**config.mk**
```make
export PLATFORM = sky130hd
export DESIGN_NAME = id_stage
export DESIGN_NICKNAME = d
export VERILOG_FILES = /design/src/common/id_pkg.sv /design/src/common/id_ctrl_if.sv /design/src/decode/imm_gen.sv /design/src/decode/inst_decoder.sv /design/src/verilog/id_ex_reg.sv /design/src/verilog/id_stage.sv /design/src/verilog/operand_mux.sv
export SDC_FILE = /design/constraint.sdc
export NUM_CORES = 1
export LEC_CHECK = 0
export BUFFER_PORTS_ARGS = -buffer_cell sky130_fd_sc_hd__buf_2
export CELL_PAD_IN_SITES_DETAIL_PLACEMENT = 1
export CELL_PAD_IN_SITES_GLOBAL_PLACEMENT = 1
export CORE_UTILIZATION = 32
export DETAILED_ROUTE_END_ITERATION = 10
export GPL_TIMING_DRIVEN = 0
export PLACE_DENSITY_LB_ADDON = 0.2
export SYNTH_ARGS = -nofsm -noshare
export SYNTH_HDL_FRONTEND = slang
export SYNTH_SLANG_ARGS = --single-unit
export TNS_END_PERCENT = 5
```
**constraint.sdc**
```tcl
create_clock -name clk -period 2.8 [get_ports clk]
set_input_delay 0 -clock clk [delete_from_list [all_inputs] [get_ports clk]]
set_output_delay 0 -clock clk [all_outputs]
set_load 0.03 [all_outputs]
```
**src/common/id_pkg.sv**
```systemverilog
`default_nettype none

package id_pkg;

    // Widths fixed by RV32I
    localparam int WORD_W     = 32;
    localparam int INST_W     = 32;
    localparam int REG_ADDR_W = 5;

    typedef logic [WORD_W-1:0]     word_t;
    typedef logic [INST_W-1:0]     inst_t;
    typedef logic [REG_ADDR_W-1:0] reg_addr_t;

    // Major opcodes handled by this stage
    localparam logic [6:0] OP_OP     = 7'b0110011;
    localparam logic [6:0] OP_OPI    = 7'b0010011;
    localparam logic [6:0] OP_LUI    = 7'b0110111;
    localparam logic [6:0] OP_BRANCH = 7'b1100011;

    // funct3 for OP and OP-IMM
    localparam logic [2:0] F3_ADD  = 3'b000;
    localparam logic [2:0] F3_SLL  = 3'b001;
    localparam logic [2:0] F3_SLT  = 3'b010;
    localparam logic [2:0] F3_SLTU = 3'b011;
    localparam logic [2:0] F3_XOR  = 3'b100;
    localparam logic [2:0] F3_SRL  = 3'b101;
    localparam logic [2:0] F3_OR   = 3'b110;
    localparam logic [2:0] F3_AND  = 3'b111;

    // funct3 for BRANCH
    localparam logic [2:0] F3_BEQ  = 3'b000;
    localparam logic [2:0] F3_BNE  = 3'b001;
    localparam logic [2:0] F3_BLT  = 3'b100;
    localparam logic [2:0] F3_BGE  = 3'b101;
    localparam logic [2:0] F3_BLTU = 3'b110;
    localparam logic [2:0] F3_BGEU = 3'b111;

    // F7_ALT selects SUB and SRA/SRAI
    localparam logic [6:0] F7_BASE = 7'b0000000;
    localparam logic [6:0] F7_ALT  = 7'b0100000;

    typedef enum logic [4:0] {
        ALU_NOP  = 5'd0,
        ALU_ADD  = 5'd1,
        ALU_SUB  = 5'd2,
        ALU_SLT  = 5'd3,
        ALU_SLTU = 5'd4,
        ALU_AND  = 5'd5,
        ALU_OR   = 5'd6,
        ALU_XOR  = 5'd7,
        ALU_SLL  = 5'd8,
        ALU_SRL  = 5'd9,
        ALU_SRA  = 5'd10,
        ALU_BEQ  = 5'd11,
        ALU_BNE  = 5'd12,
        ALU_BLT  = 5'd13,
        ALU_BGE  = 5'd14,
        ALU_BLTU = 5'd15,
        ALU_BGEU = 5'd16
    } aluop_e;

    typedef enum logic [1:0] {
        SEL_NOP   = 2'd0,
        SEL_LOGIC = 2'd1,
        SEL_SHIFT = 2'd2,
        SEL_ARITH = 2'd3
    } alusel_e;

    typedef enum logic [2:0] {
        IMM_NONE  = 3'd0,
        IMM_I     = 3'd1,
        IMM_SHAMT = 3'd2,
        IMM_B     = 3'd3,
        IMM_U     = 3'd4
    } imm_fmt_e;

endpackage

`default_nettype wire

```
**src/common/id_ctrl_if.sv**
```systemverilog
`timescale 1ns/10ps
`default_nettype none

interface id_ctrl_if
    import id_pkg::*;
();

    aluop_e    aluop;
    alusel_e   alusel;
    reg_addr_t wd;
    logic      wreg;
    logic      reg1_read;
    logic      reg2_read;
    reg_addr_t reg1_addr;
    reg_addr_t reg2_addr;
    imm_fmt_e  imm_fmt;

    modport decoder (
        output aluop, alusel, wd, wreg,
        output reg1_read, reg2_read, reg1_addr, reg2_addr,
        output imm_fmt
    );

    modport consumer (
        input aluop, alusel, wd, wreg,
        input reg1_read, reg2_read, reg1_addr, reg2_addr,
        input imm_fmt
    );

endinterface

`default_nettype wire

```
**src/decode/imm_gen.sv**
```systemverilog
`timescale 1ns/10ps
`default_nettype none

module imm_gen
    import id_pkg::*;
(
    input  inst_t       inst_i,
    id_ctrl_if.consumer ctrl,
    output word_t       imm_o
);

    always_comb begin
        case (ctrl.imm_fmt)
            IMM_I: begin
                imm_o = {{20{inst_i[31]}}, inst_i[31:20]};
            end
            IMM_SHAMT: begin
                imm_o = {27'b0, inst_i[24:20]};
            end
            IMM_B: begin
                // Scattered offset bits, halfword aligned
                imm_o = {{20{inst_i[31]}}, inst_i[7], inst_i[30:25],
                         inst_i[11:8], 1'b0};
            end
            IMM_U: begin
                imm_o = {inst_i[31:12], 12'b0};
            end
            default: begin
                imm_o = '0;
            end
        endcase
    end

endmodule

`default_nettype wire

```
**src/decode/inst_decoder.sv**
```systemverilog
`timescale 1ns/10ps
`default_nettype none

module inst_decoder
    import id_pkg::*;
(
    input  inst_t      inst_i,
    id_ctrl_if.decoder ctrl
);

    logic [6:0] opcode;
    logic [2:0] funct3;
    logic [6:0] funct7;
    reg_addr_t  rd;
    reg_addr_t  rs1;
    reg_addr_t  rs2;

    aluop_e     op;
    alusel_e    sel;
    imm_fmt_e   fmt;
    logic       wr;
    logic       rd1_en;
    logic       rd2_en;
    logic       legal;

    assign opcode = inst_i[6:0];
    assign rd     = inst_i[11:7];
    assign funct3 = inst_i[14:12];
    assign rs1    = inst_i[19:15];
    assign rs2    = inst_i[24:20];
    assign funct7 = inst_i[31:25];

    always_comb begin
        op     = ALU_NOP;
        sel    = SEL_NOP;
        fmt    = IMM_NONE;
        wr     = 1'b0;
        rd1_en = 1'b0;
        rd2_en = 1'b0;
        legal  = 1'b0;
        case (opcode)
            OP_OP: begin
                // Only ADD/SUB and SRL/SRA accept the alternate funct7
                legal  = (funct7 == F7_BASE);
                wr     = 1'b1;
                rd1_en = 1'b1;
                rd2_en = 1'b1;
                case (funct3)
                    F3_ADD: begin
                        sel = SEL_ARITH;
                        case (funct7)
                            F7_BASE: op = ALU_ADD;
                            F7_ALT: begin
                                op    = ALU_SUB;
                                legal = 1'b1;
                            end
                            default: legal = 1'b0;
                        endcase
                    end
                    F3_SLT: begin
                        op  = ALU_SLT;
                        sel = SEL_ARITH;
                    end
                    F3_SLTU: begin
                        op  = ALU_SLTU;
                        sel = SEL_ARITH;
                    end
                    F3_AND: begin
                        op  = ALU_AND;
                        sel = SEL_LOGIC;
                    end
                    F3_OR: begin
                        op  = ALU_OR;
                        sel = SEL_LOGIC;
                    end
                    F3_XOR: begin
                        op  = ALU_XOR;
                        sel = SEL_LOGIC;
                    end
                    F3_SLL: begin
                        op  = ALU_SLL;
                        sel = SEL_SHIFT;
                    end
                    F3_SRL: begin
                        sel = SEL_SHIFT;
                        case (funct7)
                            F7_BASE: op = ALU_SRL;
                            F7_ALT: begin
                                op    = ALU_SRA;
                                legal = 1'b1;
                            end
                            default: legal = 1'b0;
                        endcase
                    end
                endcase
            end
            OP_OPI: begin
                // Second operand is the immediate, rs2 is not read
                legal  = 1'b1;
                wr     = 1'b1;
                rd1_en = 1'b1;
                fmt    = IMM_I;
                case (funct3)
                    F3_ADD: begin
                        op  = ALU_ADD;
                        sel = SEL_ARITH;
                    end
                    F3_SLT: begin
                        op  = ALU_SLT;
                        sel = SEL_ARITH;
                    end
                    F3_SLTU: begin
                        op  = ALU_SLTU;
                        sel = SEL_ARITH;
                    end
                    F3_AND: begin
                        op  = ALU_AND;
                        sel = SEL_LOGIC;
                    end
                    F3_OR: begin
                        op  = ALU_OR;
                        sel = SEL_LOGIC;
                    end
                    F3_XOR: begin
                        op  = ALU_XOR;
                        sel = SEL_LOGIC;
                    end
                    F3_SLL: begin
                        op    = ALU_SLL;
                        sel   = SEL_SHIFT;
                        fmt   = IMM_SHAMT;
                        legal = (funct7 == F7_BASE);
                    end
                    F3_SRL: begin
                        sel = SEL_SHIFT;
                        fmt = IMM_SHAMT;
                        case (funct7)
                            F7_BASE: op = ALU_SRL;
                            F7_ALT:  op = ALU_SRA;
                            default: legal = 1'b0;
                        endcase
                    end
                endcase
            end
            OP_LUI: begin
                // Executed as OR of the shifted immediate with itself
                legal = 1'b1;
                op    = ALU_OR;
                sel   = SEL_LOGIC;
                wr    = 1'b1;
                fmt   = IMM_U;
            end
            OP_BRANCH: begin
                legal  = 1'b1;
                rd1_en = 1'b1;
                rd2_en = 1'b1;
                fmt    = IMM_B;
                case (funct3)
                    F3_BEQ:  op = ALU_BEQ;
                    F3_BNE:  op = ALU_BNE;
                    F3_BLT:  op = ALU_BLT;
                    F3_BGE:  op = ALU_BGE;
                    F3_BLTU: op = ALU_BLTU;
                    F3_BGEU: op = ALU_BGEU;
                    default: legal = 1'b0;
                endcase
            end
            default: begin
                legal = 1'b0;
            end
        endcase
    end

    // Anything not recognised leaves the bundle as a NOP
    assign ctrl.aluop     = legal ? op : ALU_NOP;
    assign ctrl.alusel    = legal ? sel : SEL_NOP;
    assign ctrl.imm_fmt   = legal ? fmt : IMM_NONE;
    assign ctrl.wreg      = legal & wr;
    assign ctrl.wd        = (legal && wr) ? rd : '0;
    assign ctrl.reg1_read = legal & rd1_en;
    assign ctrl.reg2_read = legal & rd2_en;
    assign ctrl.reg1_addr = (legal && rd1_en) ? rs1 : '0;
    assign ctrl.reg2_addr = (legal && rd2_en) ? rs2 : '0;

endmodule

`default_nettype wire

```
**src/verilog/id_ex_reg.sv**
```systemverilog
`timescale 1ns/10ps
`default_nettype none

module id_ex_reg
    import id_pkg::*;
(
    input  logic        clk,
    input  logic        rst_i,
    id_ctrl_if.consumer ctrl,
    input  word_t       reg1_i,
    input  word_t       reg2_i,
    input  word_t       imm_i,
    output aluop_e      aluop_o,
    output alusel_e     alusel_o,
    output reg_addr_t   wd_o,
    output logic        wreg_o,
    output word_t       reg1_o,
    output word_t       reg2_o,
    output word_t       offset_o
);

    always_ff @(posedge clk) begin
        if (rst_i) begin
            // Bubble with every field cleared
            aluop_o  <= ALU_NOP;
            alusel_o <= SEL_NOP;
            wd_o     <= '0;
            wreg_o   <= 1'b0;
            reg1_o   <= '0;
            reg2_o   <= '0;
            offset_o <= '0;
        end else begin
            aluop_o  <= ctrl.aluop;
            alusel_o <= ctrl.alusel;
            wd_o     <= ctrl.wd;
            wreg_o   <= ctrl.wreg;
            reg1_o   <= reg1_i;
            reg2_o   <= reg2_i;
            // branch offset or LUI value for execute
            offset_o <= imm_i;
        end
    end

endmodule

`default_nettype wire

```
**src/verilog/id_stage.sv**
```systemverilog
`timescale 1ns/10ps
`default_nettype none

module id_stage
    import id_pkg::*;
(
    input  logic      clk,
    input  logic      rst_i,
    input  inst_t     inst_i,

    input  word_t     reg1_data_i,
    input  word_t     reg2_data_i,

    input  logic      ex_wreg_i,
    input  reg_addr_t ex_wd_i,
    input  word_t     ex_wdata_i,

    input  logic      mem_wreg_i,
    input  reg_addr_t mem_wd_i,
    input  word_t     mem_wdata_i,

    output logic      reg1_read_o,
    output logic      reg2_read_o,
    output reg_addr_t reg1_addr_o,
    output reg_addr_t reg2_addr_o,

    output aluop_e    aluop_o,
    output alusel_e   alusel_o,
    output reg_addr_t wd_o,
    output logic      wreg_o,
    output word_t     reg1_o,
    output word_t     reg2_o,
    output word_t     offset_o
);

    id_ctrl_if ctrl ();

    word_t imm;
    word_t opnd1;
    word_t opnd2;

    // Register file requests go out in the same cycle as the instruction
    assign reg1_read_o = ctrl.reg1_read;
    assign reg2_read_o = ctrl.reg2_read;
    assign reg1_addr_o = ctrl.reg1_addr;
    assign reg2_addr_o = ctrl.reg2_addr;

    inst_decoder u_decoder (
        .inst_i (inst_i),
        .ctrl   (ctrl.decoder)
    );

    imm_gen u_imm_gen (
        .inst_i (inst_i),
        .ctrl   (ctrl.consumer),
        .imm_o  (imm)
    );

    operand_mux u_opnd1_mux (
        .read_i      (ctrl.reg1_read),
        .addr_i      (ctrl.reg1_addr),
        .rf_data_i   (reg1_data_i),
        .imm_i       (imm),
        .ex_wreg_i   (ex_wreg_i),
        .ex_wd_i     (ex_wd_i),
        .ex_wdata_i  (ex_wdata_i),
        .mem_wreg_i  (mem_wreg_i),
        .mem_wd_i    (mem_wd_i),
        .mem_wdata_i (mem_wdata_i),
        .operand_o   (opnd1)
    );

    operand_mux u_opnd2_mux (
        .read_i      (ctrl.reg2_read),
        .addr_i      (ctrl.reg2_addr),
        .rf_data_i   (reg2_data_i),
        .imm_i       (imm),
        .ex_wreg_i   (ex_wreg_i),
        .ex_wd_i     (ex_wd_i),
        .ex_wdata_i  (ex_wdata_i),
        .mem_wreg_i  (mem_wreg_i),
        .mem_wd_i    (mem_wd_i),
        .mem_wdata_i (mem_wdata_i),
        .operand_o   (opnd2)
    );

    id_ex_reg u_id_ex_reg (
        .clk      (clk),
        .rst_i    (rst_i),
        .ctrl     (ctrl.consumer),
        .reg1_i   (opnd1),
        .reg2_i   (opnd2),
        .imm_i    (imm),
        .aluop_o  (aluop_o),
        .alusel_o (alusel_o),
        .wd_o     (wd_o),
        .wreg_o   (wreg_o),
        .reg1_o   (reg1_o),
        .reg2_o   (reg2_o),
        .offset_o (offset_o)
    );

endmodule

`default_nettype wire

```
**src/verilog/operand_mux.sv**
```systemverilog
`timescale 1ns/10ps
`default_nettype none

module operand_mux
    import id_pkg::*;
(
    input  logic      read_i,
    input  reg_addr_t addr_i,
    input  word_t     rf_data_i,
    input  word_t     imm_i,
    input  logic      ex_wreg_i,
    input  reg_addr_t ex_wd_i,
    input  word_t     ex_wdata_i,
    input  logic      mem_wreg_i,
    input  reg_addr_t mem_wd_i,
    input  word_t     mem_wdata_i,
    output word_t     operand_o
);

    // Youngest producer wins, so execute is checked before memory
    always_comb begin
        if (!read_i) begin
            operand_o = imm_i;
        end else if (ex_wreg_i && (ex_wd_i == addr_i)) begin
            operand_o = ex_wdata_i;
        end else if (mem_wreg_i && (mem_wd_i == addr_i)) begin
            operand_o = mem_wdata_i;
        end else begin
            operand_o = rf_data_i;
        end
    end

endmodule

`default_nettype wire
```
==> impl_metrics.csv <==
group,metric,value,unit
outcome,status,"complete, but fails checks",
outcome,violations,"negative hold slack",
worst_hold_path,hold_path_end,"u_id_ex_reg.offset_o[6]",
power_and_ir_drop,p_per_area,384,nW/um^2
synth,ys_seq_area_share,39.6,%
setup_path,worstSetupPathType,"in -> reg",
detailed_routing,dr.first_iter.drc_count,411,
synth,synth_area,5510,sq um
synth,synth_edf_count,0,
grt,grt_max_degree,19,
detailed_routing,drc,0,
setup_path,timing.critical_path.from_type,"input pin",
synth,synth_top_area_share,39.6,%
die,io_pins,295,
detailed_routing,wl,26900,um
setup_path,crit_path_end_kind,"register",
worst_hold_path,min-delay-start,"inst_i[26]",
grt,grt_pass1_wl,40900,um
clock_network,clockBufferDepth,2,
synth,ys_top_cells_by_area,"dfxtp_1, mux2i_1, a222oi_1",
timing,timing.final.crit_share,96.0,%
clock_network,clkSlewWorstSetupHoldPaths,0.07,ns
grt,grt_usage,30.3,%
setup_path,cp_max_fo,10,
die,die_h,133,um
timing,whs,-0.0103,ns
detailed_routing,ant_nets,0,
timing,worst_slew_pin_slew,0.796,ns
power_and_ir_drop,power,3280,uW
timing,relSlewSlack,46.7,%
clock_network,cts_tree,"done",
die,core_region_area,16700,sq um
synth,synth_cells,622,
synth,synth_area_leader_cell,"dfxtp_1",
die,die_w,133,um
synth,syn_nets,796,
placed_design,dp_hpwl,18900,um
clock_network,cts_max_level,3,
run,maxCapViolations,0,
synth,synth.distinct_cells,63,
worst_hold_path,hp-class,"in -> reg",
die,start_util,33.0,%
clock_network,cts-root-buf,"clkbuf_16",
synth,synth_ff_type,"dfxtp_1",
placed_design,io_buffers,290,
clock_network,cts_made_buffers,9,
synth,synthArstFlopShare,0,%
setup_path,cp.arrival,2.91,ns
final_layout,utilization,51.1,%
power_and_ir_drop,vdd_ir_drop_max,0.283,mV
detailed_routing,drt-wirelength-per-cell,21.6,um
clock_network,cts.sinks,109,
timing,drv_slew,0,
timing,setup_viol_count_final,0,
detailed_routing,vias,6628,
power_and_ir_drop,total_leakage_power,0.00447,uW
detailed_routing,first_pass_iters,7,
placed_design,place_congestion,0.853,
synth,avgSynthCellArea,8.85,sq um
grt,grt_pass1_vias,7124,
synth,ys_warn_count,0,
final_layout,final_nets,1193,
die,dieArea,17700,sq um
timing,final_hold_viol_count,1,
die,rows,47,
synth,ys_seq_elements,109,
timing,rsz0062_at_grt,"true",
final_layout,drive_gt1_share,34.0,%
timing,timing.final.crit_period,2.69,ns
worst_hold_path,hold_depth,2,
grt,antenna_found_initial,0,
detailed_routing,viasPerCell,5.32,
final_layout,synthToLayoutAreaGrowth,55.1,%
timing,max_freq,372,MHz
setup_path,required,3.02,ns
grt,overflow,0,
[sequential cells by signal, indices dropped and copies added, names as in the netlist]
| register | cells |
|---|---|
| u_id_ex_reg.reg2_o | 32 |
| u_id_ex_reg.aluop_o | 5 |
| u_id_ex_reg.wd_o | 5 |
| u_id_ex_reg.wreg_o | 1 |
| u_id_ex_reg.reg1_o | 32 |
| u_id_ex_reg.alusel_o | 2 |
| u_id_ex_reg.offset_o | 32 |
[kinds of logic after synthesis]
logic type / Yosys count / share of synthesized area (%)
AO/OA/AOI/OAI: 181 / 24.6
AND/OR/NAND/NOR: 166 / 15.5
flip-flops: 109 / 39.6
buffers and inverters: 95 / 7.72
multiplexers: 59 / 10.7
XOR/XNOR: 12 / 1.91
[cell type report]
cell class	instances	area, sq um
clock inverter	5	45.0
tap	220	275
buffer	45	244
fill	2062	8160
sequential	109	2180
inverter	50	189
timing repair buffer	386	2410
clock buffer	11	233
antenna	1	2.50
multi-input combinational	418	2960
[cell usage after synthesis, drive strengths merged, types with 2 or more instances]
master and instances:
a31oi 2, and4 2, o22ai 10, or3 5
nand3b 6, nor3 7, nand2 35, clkbuf 28
a22oi 8, a211oi 5, xnor2 4, o31a 7
a21oi 39, a221o 6, and2 19, o221ai 4
buf 17, o21ai 36, and3b 2, mux2i 59
nand3 9, o32ai 2, nor2 52, o211ai 4
nand2b 9, a221oi 20, or2 2, inv 49
dfxtp 109, nor2b 8, xor2 8, a21o 9
nand4b 2, a222oi 20, and3 3
[critical path, stage by stage]
cell and delay, ns:
buf_2 0.12, nor4_4 0.48, a31oi_4 0.19, o32ai_4 0.37
buf_6 0.21, o221ai_1 0.14, a22oi_2 0.37, or3_1 0.20
buf_6 0.14, buf_4 0.26, mux2i_1 0.31, a21oi_1 0.10
[power breakdown]
group          internal (uW)  switching (uW)  leakage, uW
registers               1550           0.487     0.000878
logic                    250             232      0.00346
clock network            617             632     0.000132
total                   2420             864      0.00447
[routing by layer]
| layer | GRT usage [%] | routed length (um) |
|---|---|---|
| met1 | 36.6 | 11100 |
| met5 | 0 | 0 |
| met2 | 53.8 | 13400 |
| met3 | 5.63 | 1770 |
| met4 | 10.5 | 673 |
[what timing repair did]
| action | 4_1_cts | 5_1_grt |
|---|---|---|
| endpoints found under the hold margin | 80 | 1 |
| hold buffers | 94 | 1 |
| pin swaps | 0 | 3 |
| setup endpoints to repair | 12 | 61 |
| resized for setup | 2 | 22 |
| setup buffers | 0 | 1 |
[layout by cell type, fill, tap and decap left out, drive strengths merged, types with 3 or more instances in the layout]
cell	netlist	routed
buf	17	308
dfxtp	109	109
dlygate4sd3	0	95
mux2i	59	59
nor2	52	52
inv	49	50
a21oi	39	39
clkbuf	28	39
o21ai	36	36
nand2	35	35
a221oi	20	20
a222oi	20	20
and2	19	19
o22ai	10	10
nand2b	9	9
a21o	9	9
nand3	9	9
nor2b	8	8
a22oi	8	8
xor2	8	8
o31a	7	7
nor3	7	7
nand3b	6	6
a221o	6	6
or3	5	5
a211oi	5	5
o211ai	4	4
o221ai	4	4
xnor2	4	4
clkinv	1	4
and3	3	3
[per-stage QoR]
stage / setup TNS [ns] / cells / setup WS [ns] / area (sq um)
final: 0 / 1245 / 0.113 / 8540
after floorplan: 0 / 622 / 0.441 / 5510
after CTS: 0 / 1242 / 0.0102 / 8460
after global routing: -0.0170 / 1244 / -0.0170 / 8540
after global placement: -20.37 / 1132 / -0.626 / 7230
after detailed placement: -20.38 / 1132 / -0.593 / 7230
[worst max path at each step]
stage	from	to	slack (ns)	cells past startpoint
final	inst_i[26]	u_id_ex_reg.reg1_o[8]	0.11	12
after global routing	inst_i[26]	u_id_ex_reg.reg1_o[8]	-0.02	12
after CTS	inst_i[26]	u_id_ex_reg.reg2_o[11]	0.01	11
after detailed placement	inst_i[26]	u_id_ex_reg.reg1_o[24]	-0.59	9
after global placement	inst_i[26]	u_id_ex_reg.reg1_o[24]	-0.63	9
after floorplan	inst_i[26]	u_id_ex_reg.reg1_o[17]	0.44	11
No activity file was read; power rests on OpenSTA's default activity.
